--- src/logic/io_pkg.sv ---
package io_pkg;

	// Word index of each register, taken from paddr[6:2]
	typedef enum logic [4:0] {
		REG_T0_COUNT = 5'd0,
		REG_T1_COUNT = 5'd1,
		REG_T0_TOP   = 5'd2,
		REG_T1_TOP   = 5'd3,
		REG_T0_PRE   = 5'd4,
		REG_T1_PRE   = 5'd5,
		REG_PORT_DIR = 5'd11,
		REG_PORT_DAT = 5'd12,
		REG_PORT_PIN = 5'd13,
		REG_ALT      = 5'd14,
		REG_IRQ      = 5'd15,
		REG_SCRATCH  = 5'd17,
		REG_ID0      = 5'd18,
		REG_ID1      = 5'd19
	} reg_idx_e;

	localparam int TIMER_W_DEF = 32;
	localparam int PRE_W_DEF = 17;
	localparam int PORT_W_DEF = 8;

	// Prescaler value after reset, so a timer ticks every 101 cycles
	localparam int PRE_RESET = 100;

	localparam logic [7:0] PORT_DAT_RESET = 8'h55;

	// "Chir" and "p!" in little-endian byte order
	localparam logic [31:0] ID0_WORD = 32'h72696843;
	localparam logic [31:0] ID1_WORD = 32'h00002170;

	localparam logic [31:0] UNMAPPED_WORD = 32'hFFFF_FFFF;

endpackage

--- src/logic/io_apb_regs.sv ---
`timescale 1ns/1ps

module io_apb_regs #(
	parameter int TIMER_W = io_pkg::TIMER_W_DEF,
	parameter int PRE_W = io_pkg::PRE_W_DEF,
	parameter int PORT_W = io_pkg::PORT_W_DEF
) (
	input  logic               clk,
	input  logic               rst,
	input  logic               psel_i,
	input  logic               penable_i,
	input  logic               pwrite_i,
	input  logic [7:0]         paddr_i,
	input  logic [31:0]        pwdata_i,
	input  logic [TIMER_W-1:0] t0_count_i,
	input  logic [TIMER_W-1:0] t0_top_i,
	input  logic [PRE_W-1:0]   t0_pre_i,
	input  logic [TIMER_W-1:0] t1_count_i,
	input  logic [TIMER_W-1:0] t1_top_i,
	input  logic [PRE_W-1:0]   t1_pre_i,
	input  logic [PORT_W-1:0]  dir_i,
	input  logic [PORT_W-1:0]  dat_i,
	input  logic [PORT_W-1:0]  pin_i,
	input  logic [3:0]         irq_status_i,
	output logic [31:0]        prdata_o,
	output logic [31:0]        wdata_o,
	output logic               t0_wr_count_o,
	output logic               t0_wr_top_o,
	output logic               t0_wr_pre_o,
	output logic               t1_wr_count_o,
	output logic               t1_wr_top_o,
	output logic               t1_wr_pre_o,
	output logic               wr_dir_o,
	output logic               wr_dat_o,
	output logic               wr_irq_o,
	output logic               alt_toggle_o,
	output logic               alt_force_low_o,
	output logic               edge_en_o,
	output logic               tmr_irq_en_o
);
	import io_pkg::*;

	reg_idx_e idx;
	logic access;
	logic wr_en;
	logic [3:0] alt_q;
	logic [31:0] scratch_q;
	logic [31:0] rd_word;

	assign idx = reg_idx_e'(paddr_i[6:2]);
	assign access = psel_i && penable_i; // Second cycle of the transfer
	assign wr_en = access && pwrite_i;
	assign wdata_o = pwdata_i;

	assign t0_wr_count_o = wr_en && (idx == REG_T0_COUNT);
	assign t1_wr_count_o = wr_en && (idx == REG_T1_COUNT);
	assign t0_wr_top_o = wr_en && (idx == REG_T0_TOP);
	assign t1_wr_top_o = wr_en && (idx == REG_T1_TOP);
	assign t0_wr_pre_o = wr_en && (idx == REG_T0_PRE);
	assign t1_wr_pre_o = wr_en && (idx == REG_T1_PRE);
	assign wr_dir_o = wr_en && (idx == REG_PORT_DIR);
	assign wr_dat_o = wr_en && (idx == REG_PORT_DAT);
	assign wr_irq_o = wr_en && (idx == REG_IRQ);

	always_ff @(posedge clk) begin
		if (rst) begin
			alt_q <= '0;
			scratch_q <= '0;
		end else if (wr_en) begin
			if (idx == REG_ALT)
				alt_q <= pwdata_i[3:0];
			if (idx == REG_SCRATCH)
				scratch_q <= pwdata_i;
		end
	end

	assign alt_toggle_o = alt_q[0];
	assign edge_en_o = alt_q[1];
	assign tmr_irq_en_o = alt_q[2];
	assign alt_force_low_o = alt_q[3];

	always_comb begin
		case (idx)
			REG_T0_COUNT: rd_word = 32'(t0_count_i);
			REG_T1_COUNT: rd_word = 32'(t1_count_i);
			REG_T0_TOP:   rd_word = 32'(t0_top_i);
			REG_T1_TOP:   rd_word = 32'(t1_top_i);
			REG_T0_PRE:   rd_word = 32'(t0_pre_i);
			REG_T1_PRE:   rd_word = 32'(t1_pre_i);
			REG_PORT_DIR: rd_word = 32'(dir_i);
			REG_PORT_DAT: rd_word = 32'(dat_i);
			REG_PORT_PIN: rd_word = 32'(pin_i);
			REG_ALT:      rd_word = 32'(alt_q);
			REG_IRQ:      rd_word = 32'(irq_status_i);
			REG_SCRATCH:  rd_word = scratch_q;
			REG_ID0:      rd_word = ID0_WORD;
			REG_ID1:      rd_word = ID1_WORD;
			default:      rd_word = UNMAPPED_WORD;
		endcase
	end

	assign prdata_o = access ? rd_word : '0;

endmodule

--- src/logic/io_irq.sv ---
`timescale 1ns/1ps

module io_irq (
	input  logic       clk,
	input  logic       rst,
	input  logic       wr_ctrl_i,
	input  logic [4:0] wdata_i,
	input  logic       tmr_irq_en_i,
	input  logic       t0_wrap_i,
	input  logic       pin_edge_i,
	input  logic       irq_return_i,
	input  logic       irq_taken_i,
	output logic [3:0] status_o,
	output logic       irq_o
);

	logic flag0_q;
	logic flag1_q;
	logic flag2_q;
	logic en_q;

	always_ff @(posedge clk) begin
		if (rst) begin
			flag0_q <= 1'b0;
			flag1_q <= 1'b0;
			flag2_q <= 1'b0;
			en_q <= 1'b0;
		end else begin
			if (pin_edge_i)
				flag0_q <= 1'b1;
			if (t0_wrap_i && tmr_irq_en_i)
				flag1_q <= 1'b1;

			// Later assignments take priority
			if (irq_return_i)
				en_q <= 1'b1;
			if (irq_taken_i)
				en_q <= 1'b0;

			if (wr_ctrl_i) begin
				if (wdata_i[0])
					flag0_q <= 1'b0;
				if (wdata_i[1])
					flag1_q <= 1'b0;
				flag2_q <= wdata_i[2]; // Software interrupt
				if (wdata_i[4])
					en_q <= wdata_i[3];
			end
		end
	end

	assign status_o = {en_q, flag2_q, flag1_q, flag0_q};
	assign irq_o = en_q && (flag0_q || flag1_q || flag2_q);

endmodule

--- src/logic/io_port.sv ---
`timescale 1ns/1ps

module io_port #(
	parameter int PORT_W = io_pkg::PORT_W_DEF
) (
	input  logic              clk,
	input  logic              rst,
	input  logic              wr_dir_i,
	input  logic              wr_dat_i,
	input  logic [PORT_W-1:0] wdata_i,
	input  logic              alt_toggle_i,
	input  logic              alt_force_low_i,
	input  logic              edge_en_i,
	input  logic              t1_wrap_i,
	input  logic [PORT_W-1:0] gpio_in_i,
	output logic [PORT_W-1:0] dir_o,
	output logic [PORT_W-1:0] dat_o,
	output logic [PORT_W-1:0] gpio_out_o,
	output logic [PORT_W-1:0] gpio_oe_o,
	output logic              pin_edge_o
);
	import io_pkg::*;

	logic [PORT_W-1:0] dir_q;
	logic [PORT_W-1:0] dat_q;
	logic pin1_q; // Previous sample of input pin 1

	assign pin_edge_o = edge_en_i && gpio_in_i[1] && !pin1_q;

	always_ff @(posedge clk) begin
		if (rst) begin
			dir_q <= '0;
			dat_q <= PORT_W'(PORT_DAT_RESET);
			pin1_q <= 1'b0;
		end else begin
			pin1_q <= edge_en_i ? gpio_in_i[1] : 1'b0;

			if (wr_dir_i)
				dir_q <= wdata_i;

			if (wr_dat_i) begin
				dat_q <= wdata_i;
			end else if (alt_force_low_i) begin
				dat_q[0] <= 1'b0;
			end else if (alt_toggle_i && t1_wrap_i) begin
				// Timer 1 drives a square wave out on bit 0
				dat_q[0] <= ~dat_q[0];
			end
		end
	end

	assign dir_o = dir_q;
	assign dat_o = dat_q;
	assign gpio_out_o = dat_q;
	assign gpio_oe_o = dir_q; // A set direction bit makes the pin an output

endmodule

--- src/logic/io_timer.sv ---
`timescale 1ns/1ps

module io_timer #(
	parameter int TIMER_W = io_pkg::TIMER_W_DEF,
	parameter int PRE_W = io_pkg::PRE_W_DEF
) (
	input  logic               clk,
	input  logic               rst,
	input  logic               wr_count_i,
	input  logic               wr_top_i,
	input  logic               wr_pre_i,
	input  logic [TIMER_W-1:0] wdata_i,
	output logic [TIMER_W-1:0] count_o,
	output logic [TIMER_W-1:0] top_o,
	output logic [PRE_W-1:0]   pre_o,
	output logic               wrap_o
);
	import io_pkg::*;

	logic [TIMER_W-1:0] count_q;
	logic [TIMER_W-1:0] top_q;
	logic [PRE_W-1:0] pre_q;
	logic [PRE_W-1:0] pre_cnt_q;
	logic tick;
	logic at_top;

	assign tick = (pre_cnt_q == pre_q); // Prescaler period complete
	assign at_top = (count_q == top_q);
	assign wrap_o = tick && at_top;

	always_ff @(posedge clk) begin
		if (rst) begin
			count_q <= '0;
			top_q <= '1;
			pre_q <= PRE_W'(PRE_RESET);
			pre_cnt_q <= '0;
		end else begin
			// A new prescaler value starts a fresh period
			if (tick || wr_pre_i)
				pre_cnt_q <= '0;
			else
				pre_cnt_q <= pre_cnt_q + 1'b1;

			// A bus write of the count beats the tick but leaves the prescale phase alone
			if (wr_count_i)
				count_q <= wdata_i;
			else if (tick)
				count_q <= at_top ? '0 : count_q + 1'b1;

			if (wr_top_i)
				top_q <= wdata_i;
			if (wr_pre_i)
				pre_q <= wdata_i[PRE_W-1:0];
		end
	end

	assign count_o = count_q;
	assign top_o = top_q;
	assign pre_o = pre_q;

endmodule

--- src/logic/io_top.sv ---
`timescale 1ns/1ps

module io_top #(
	parameter int TIMER_W = io_pkg::TIMER_W_DEF,
	parameter int PRE_W = io_pkg::PRE_W_DEF,
	parameter int PORT_W = io_pkg::PORT_W_DEF
) (
	input  logic              clk,
	input  logic              rst,
	input  logic              psel_i,
	input  logic              penable_i,
	input  logic              pwrite_i,
	input  logic [7:0]        paddr_i,
	input  logic [31:0]       pwdata_i,
	input  logic [PORT_W-1:0] gpio_in_i,
	input  logic              irq_return_i,
	input  logic              irq_taken_i,
	output logic [31:0]       prdata_o,
	output logic [PORT_W-1:0] gpio_out_o,
	output logic [PORT_W-1:0] gpio_oe_o,
	output logic              irq_o
);

	logic [31:0] wdata;
	logic t0_wr_count, t0_wr_top, t0_wr_pre;
	logic t1_wr_count, t1_wr_top, t1_wr_pre;
	logic wr_dir, wr_dat, wr_irq;
	logic alt_toggle, alt_force_low, edge_en, tmr_irq_en;
	logic [TIMER_W-1:0] t0_count, t0_top, t1_count, t1_top;
	logic [PRE_W-1:0] t0_pre, t1_pre;
	logic t0_wrap, t1_wrap;
	logic [PORT_W-1:0] dir, dat;
	logic pin_edge;
	logic [3:0] irq_status;

	io_apb_regs #(.TIMER_W(TIMER_W), .PRE_W(PRE_W), .PORT_W(PORT_W)) u_regs (
		.clk(clk), .rst(rst), .psel_i(psel_i), .penable_i(penable_i),
		.pwrite_i(pwrite_i), .paddr_i(paddr_i), .pwdata_i(pwdata_i),
		.t0_count_i(t0_count), .t0_top_i(t0_top), .t0_pre_i(t0_pre),
		.t1_count_i(t1_count), .t1_top_i(t1_top), .t1_pre_i(t1_pre),
		.dir_i(dir), .dat_i(dat), .pin_i(gpio_in_i), .irq_status_i(irq_status),
		.prdata_o(prdata_o), .wdata_o(wdata),
		.t0_wr_count_o(t0_wr_count), .t0_wr_top_o(t0_wr_top), .t0_wr_pre_o(t0_wr_pre),
		.t1_wr_count_o(t1_wr_count), .t1_wr_top_o(t1_wr_top), .t1_wr_pre_o(t1_wr_pre),
		.wr_dir_o(wr_dir), .wr_dat_o(wr_dat), .wr_irq_o(wr_irq),
		.alt_toggle_o(alt_toggle), .alt_force_low_o(alt_force_low),
		.edge_en_o(edge_en), .tmr_irq_en_o(tmr_irq_en)
	);

	io_timer #(.TIMER_W(TIMER_W), .PRE_W(PRE_W)) u_timer0 (
		.clk(clk), .rst(rst), .wr_count_i(t0_wr_count), .wr_top_i(t0_wr_top),
		.wr_pre_i(t0_wr_pre), .wdata_i(wdata[TIMER_W-1:0]),
		.count_o(t0_count), .top_o(t0_top), .pre_o(t0_pre), .wrap_o(t0_wrap)
	);

	io_timer #(.TIMER_W(TIMER_W), .PRE_W(PRE_W)) u_timer1 (
		.clk(clk), .rst(rst), .wr_count_i(t1_wr_count), .wr_top_i(t1_wr_top),
		.wr_pre_i(t1_wr_pre), .wdata_i(wdata[TIMER_W-1:0]),
		.count_o(t1_count), .top_o(t1_top), .pre_o(t1_pre), .wrap_o(t1_wrap)
	);

	io_port #(.PORT_W(PORT_W)) u_port (
		.clk(clk), .rst(rst), .wr_dir_i(wr_dir), .wr_dat_i(wr_dat),
		.wdata_i(wdata[PORT_W-1:0]), .alt_toggle_i(alt_toggle),
		.alt_force_low_i(alt_force_low), .edge_en_i(edge_en), .t1_wrap_i(t1_wrap),
		.gpio_in_i(gpio_in_i), .dir_o(dir), .dat_o(dat),
		.gpio_out_o(gpio_out_o), .gpio_oe_o(gpio_oe_o), .pin_edge_o(pin_edge)
	);

	io_irq u_irq (
		.clk(clk), .rst(rst), .wr_ctrl_i(wr_irq), .wdata_i(wdata[4:0]),
		.tmr_irq_en_i(tmr_irq_en), .t0_wrap_i(t0_wrap), .pin_edge_i(pin_edge),
		.irq_return_i(irq_return_i), .irq_taken_i(irq_taken_i),
		.status_o(irq_status), .irq_o(irq_o)
	);

endmodule
--- config.mk ---
export PLATFORM = sky130hd
export DESIGN_NAME = io_top
export DESIGN_NICKNAME = d
export VERILOG_FILES = /design/src/logic/io_pkg.sv /design/src/logic/io_apb_regs.sv /design/src/logic/io_irq.sv /design/src/logic/io_port.sv /design/src/logic/io_timer.sv /design/src/logic/io_top.sv
export SDC_FILE = /design/constraint.sdc
export NUM_CORES = 1
export LEC_CHECK = 0
export BUFFER_PORTS_ARGS = -buffer_cell sky130_fd_sc_hd__buf_2
export CAP_MARGIN = 10
export CORE_AREA = 8 8 161 163
export DETAILED_ROUTE_END_ITERATION = 7
export DIE_AREA = 0 0 169 171
export PLACE_DENSITY = 0.8
export SLEW_MARGIN = 20
export SYNTH_ARGS = -nofsm -noshare
export SYNTH_HDL_FRONTEND = slang
export SYNTH_SLANG_ARGS = --single-unit
--- constraint.sdc ---
create_clock -name clk -period 2.4 [get_ports clk]
set_input_delay 0.36 -clock clk [delete_from_list [all_inputs] [get_ports clk]]
set_output_delay 0.36 -clock clk [all_outputs]
set_load 0.05 [all_outputs]
Word level (Yosys, flattened, before mapping) --
Cells that the tools add are included.
Word-level totals: register bits after elaboration 253, input bits 55, output and inout port bits 49, word-level logic and storage cells 94
Operators by class: add/subtract/negate cells 4, equal/unequal tests 17, muxes and demuxes 21, bitwise gates (word level) 2, reduce and logical (&&, ||, !) cells 32
Operator list (number):
- $pmux 32 s14 | 1
- $mux 32 | 7
- $add 32x1->32 const B | 2
- $eq 32x32->1 | 2
- $add 17x1->17 const B | 2
- $eq 17x17->1 | 2
- $eq 5x4->1 const B | 5
- $logic_and 1x1->1 | 18
- $eq 5x5->1 const B | 3
- $mux 1 | 13
- $eq 5x2->1 const B | 2
- $eq 5x3->1 const B | 2
- $reduce_or 2->1 | 3
- $eq 5x1->1 const B | 1
- $logic_not 5->1 | 1
- $logic_or 1x1->1 | 4
- $reduce_and 2->1 | 2
- $reduce_bool 2->1 | 2
- $reduce_bool 3->1 | 1
- $not 1->1 | 2
- $logic_not 1->1 | 1

Logic depth before layout (Yosys ltp) --
depth after elaboration 6, gate-level depth with buffers 10, depth with buffers taken out 8

Modules after synthesis --
From an unflattened synthesis, not the netlist that was laid out.
Second synthesis, totals: cells, all modules 1761, area total of the unflattened synthesis 14661.6 um2
By module, submodules not included:
- io_timer | instances 2, cells each 583, area each 5049.8 um2, seq. area each 1961.9 um2
- io_apb_regs | instances 1, cells each 502, area each 3632.2 um2, seq. area each 720.7 um2
- io_port | instances 1, cells each 74, area each 740.7 um2, seq. area each 340.3 um2
- io_irq | instances 1, cells each 19, area each 188.9 um2, seq. area each 80.1 um2

Worst setup path before layout --
OpenSTA, ideal clock, no wires.
path kind in2out, start point input port paddr_i[5], end point output port prdata_o[4], data arrival time 2.579 ns, required time 2.040 ns, path slack -0.539 ns, stages on the path 8, buffers on the path 4, cell sequence buf_6 or3_1 buf_6 nor2_1 buf_2 buf_2 a221oi_1 a31oi_1
On the way: longest elaborated chain between the ends 3, elaborated cells between the ends (all ways) 16, classes of those cells eq/ne: 13; mux: 2; reduce/logical: 1
RTL lines:
- from (decl) | RTL line io_top.sv:13 | input logic [7:0] paddr_i,
- $eq 5x5->1, or another cell as far along | RTL line io_apb_regs.sv:83 | case (idx)
- $pmux 32 s14 (*) | RTL line io_apb_regs.sv:83
- $mux 32 (*) | RTL line io_apb_regs.sv:102 | assign prdata_o = access ? rd_word : '0;
- to (decl) | RTL line io_top.sv:18 | output logic [31:0] prdata_o,
Mark *: on every way between the ends. The rest lies on a longest branch, timed or not.

Worst setup path in the final report --
start point register u_timer0.count_q[16], in the netlist u_timer0.count_o[16], end point output port prdata_o[16]
On the way: longest elaborated chain between the ends 2
RTL lines:
- from (decl) | RTL line io_timer.sv:20 | logic [TIMER_W-1:0] count_q;
- from (signal assigned) | RTL line io_timer.sv:46 | count_q <= wdata_i;
- from (signal assigned) | RTL line io_timer.sv:48 | count_q <= at_top ? '0 : count_q + 1'b1;
- $pmux 32 s14 | RTL line io_apb_regs.sv:83
- $mux 32 | RTL line io_apb_regs.sv:102
Every way passes these cells.

==> impl_metrics.csv <==
group,metric,value,unit
clocking,tritoncts,"done",
synthesis,synth_area,0.01373,mm^2
setup_path,setup.worst_path.start_class,"flop",
power_and_ir_drop,combPwrFrac,0.113,
worst_hold_path,min-delay-start,"gpio_in_i[1]",
detailed_routing,drt_iter0_drc,2376,
placed_design,place_congestion,1.021,
finish,layout_common_cells,"nand2_1 (323), dfxtp_1 (244), buf_4 (230)",
power_and_ir_drop,ir_worst_vdd,0.5426,mV
setup_path,cp_top_family,"buffers and inverters",
setup_path,crit_type,"reg2out",
floorplanning,die_h,171,um
setup_path,crit_path_end_kind,"primary output",
placed_design,portBuffers,100,
setup_path,critical_path.cell_chain,"buf_4 > a222oi_1 > buf_4 > a31oi_4 > buf_6",
timing,hold_viol,0,
timing,fin_crit,2.397,ns
timing,whs,0.09437,ns
placed_design,dp_cells,2266,
power_and_ir_drop,p_per_area,550.5,mW/mm^2
placed_design,dpl.hpwl,41280,um
timing,fmax,0.4171,GHz
detailed_routing,antenna_left,0,
finish,layout-drive-gt1-share,0.2628,
detailed_routing,totalWireLength,57480,um
worst_hold_path,min_to,"u_port.pin1_q",
finish,syn_to_final_growth,33.09,%
synthesis,synth_edf_count,0,
floorplanning,die_w,169,um
global_routing,grt_first_pass_wirelength,84610,um
worst_hold_path,hold_depth,3,
setup_path,timing.rr.start,"u_timer1.count_o[23]",
detailed_routing,drc_errors,0,
floorplanning,die_area,0.02890,mm^2
detailed_routing,vias,15218,
clocking,clockRootBuffer,"clkbuf_16",
floorplanning,rows,56,
clocking,clock-sinks,253,
setup_path,cpMaxStageDelayCell,"a222oi_1",
synthesis,yosysWarnings,0,
clocking,htree_levels,1,
global_routing,track_usage,0.3800,
clocking,clk_pin_slew,0.06,ns
setup_path,reg2reg_slack,0.02,ns
placed_design,preCtsSetupSlack,-0.2942,ns
floorplanning,io_pins,104,
setup_path,r2r_cells,9,
setup_path,cpMostUsedCell,"buf_4",
synthesis,async_flop_share,0,
setup_path,cp_num_buf_inv,3,
detailed_routing,dr.pass1.iters,8,
setup_path,cpPeakStageDelay,0.42,ns
synthesis,synth.distinct_cells,75,
timing,fin_ws,0.002621,ns
global_routing,gr-total-overflow,0,
clocking,clk_latency,0.56,ns
placed_design,dpl_cell_area,0.01653,mm^2
detailed_routing,routedWlPerCell,24.71,um
clocking,cts_buffers,29,
clocking,cts.path.max_buffers,3,
floorplanning,initial_core_util,0.5900,
finish,fill_cells,1624,
flow_run,max_cap_viol_count,0,
power_and_ir_drop,switchingPower,2.614,mW
finish,fin_cells,2326,
synthesis,syn-num-nets,1799,
timing,slew_viol_final,0,
global_routing,grt_pass1_vias,14197,
run_status,status,"finished clean",
floorplanning,coreArea,0.02326,mm^2
timing,skew,0.01353,ns
global_routing,grt_start_max_net_pins,125,
finish,final_common_cell,"nand2_1",
timing,tightestPinTransition,1.033,ns
synthesis,yosysSeqAreaShare,0.3690,
timing,fin_crit_sh,0.9989,
power_and_ir_drop,pwr-share-seq,0.425,
detailed_routing,viasPerCell,6.543,
worst_hold_path,holdCritPathClass,"in2reg",
synthesis,ys_ff_latch,253,
power_and_ir_drop,intPower,7.442,mW
power_and_ir_drop,clockPowerShare,0.463,
power_and_ir_drop,leakage,6.871,nW
global_routing,antenna_found_initial,3,
synthesis,synth_flop_cell,"dfxtp_1",
setup_path,arrival,2.04,ns
timing,setup_violations,0,
finish,final_nets,2043,
setup_path,cp_max_fo,8,
setup_path,cp.required,2.04,ns
timing,slew_headroom,0.3114,
synthesis,avgSynthCellArea,7.888,um^2
setup_path,reg2reg_to,"u_timer1.count_o[24]",
finish,final_area,0.01827,mm^2
synthesis,netlist_instances,1740,
power_and_ir_drop,switching_share,0.2600,
setup_path,crit_start,"u_timer0.count_o[16]",
timing,grt_setup_unrepaired,"yes",
==> layout make-up <==
| type | instances | area (um^2) | share of cell area |
|---|---|---|---|
| multi-input combinational | 1338 | 8934 | 0.4890 |
| inverter | 14 | 52.55 | 0.002877 |
| clock buffer | 40 | 817.0 | 0.04473 |
| sequential | 253 | 5076 | 0.2779 |
| timing repair buffer | 348 | 2813 | 0.1540 |
| clock inverter | 12 | 171.4 | 0.009384 |
| antenna | 2 | 5.005 | 0.0002740 |
| tap | 319 | 399.1 | 0.02185 |
==> state kept, by name, summed over array words and instances, names as in the netlist, 4 cells and up <==
register and count:
u_timer0.pre_o 17, u_timer1.top_o 32, u_port.dat_o 8, u_timer0.pre_cnt_q 17, u_timer0.top_o 32, u_timer1.pre_cnt_q 17, u_timer1.count_o 32, u_timer0.count_o 32
u_port.dir_o 8, u_timer1.pre_o 17, u_regs.alt_q 4, u_regs.scratch_q 32
==> how the worst max path moves through the flow <==
stage                   endpoint  depth (start not counted)
floorplan           prdata_o[11]                          8
global placement    prdata_o[11]                          9
detailed placement  prdata_o[11]                          9
CTS                  prdata_o[1]                         11
global route         prdata_o[2]                         11
finish              prdata_o[16]                          5
==> cell usage after synthesis, types with 7 or more instances <==
library cell  count  area share
a21oi_1         107       0.039
a211o_1          38       0.024
o21ai_0          31       0.011
or3_1            13      0.0059
xnor2_1          40       0.026
nand2b_1          7      0.0032
xor2_1           93       0.059
nand3b_1         47       0.026
clkbuf_1         77       0.021
buf_2            49       0.018
nor3b_1           7      0.0038
inv_1            14      0.0038
and3_1           26       0.012
nor2_1          129       0.035
nor2b_1          44       0.020
nand3_1          59       0.022
mux2i_1          15       0.011
nor3_1           33       0.012
a31oi_1          40       0.018
nand4_1          27       0.012
nand2_1         325       0.089
a22oi_1          32       0.018
a221oi_1         44       0.028
a222oi_1          9      0.0066
dfxtp_1         253        0.37
o21ai_1          18      0.0066
nor4_1           26       0.012
a22o_1           16       0.010
==> cells by family after synthesis <==
family                   count (synthesis)  share of synthesized area
XOR/XNOR                               134                    0.08605
flip-flops                             253                     0.3690
AO/OA/AOI/OAI                          397                     0.1997
multiplexers                            17                    0.01258
AND/OR/NAND/NOR                        786                     0.2809
buffers and inverters                  149                    0.04804
adder cells (fa/ha/maj)                  4                   0.003646
==> worst register-to-register path: cells and delay by family, from the launching register on <==
family,cells,cell delay [ns]
XOR/XNOR,1,0.20
buffers and inverters,3,0.60
flip-flops,1,0.32
AO/OA/AOI/OAI,3,0.53
AND/OR/NAND/NOR,2,0.62
==> repair_timing <==
action / CTS / global route
resized for setup: 85 / 81
cloned: 0 / 0
pin swaps: 7 / 15
hold buffers: 0 / 0
setup buffers: 1 / 5
endpoints found under the setup margin: 33 / 58
==> power by group through the flow <==
stage	sequential, mW	combinational (mW)	clock (mW)
finish	4.27	1.13	4.65
global route	4.27	1.16	4.81
CTS	4.27	1.05	4.64
detailed placement	4.36	0.981	0
global placement	4.36	0.975	0
floorplan	4.35	0.570	0
==> per-stage QoR <==
stage	util	total power [mW]	TNS (ns)
after floorplan	-	4.917	-0.2742
after global placement	0.7108	5.335	-5.230
after detailed placement	0.7108	5.343	-6.918
after CTS	0.7687	9.963	-0.01432
after global routing	0.7851	10.24	-0.1795
final	0.7853	10.06	0
==> routing by layer <==
layer | up-vias | track usage | wire length (um)
li1 | 6698 | - | -
met2 | 1043 | 0.5833 | 24800
met4 | 4 | 0.1370 | 2557
met1 | 7268 | 0.5088 | 22680
met5 | - | 0 | 60
met3 | 205 | 0.09818 | 7381
(Power assumes the default switching activity.)
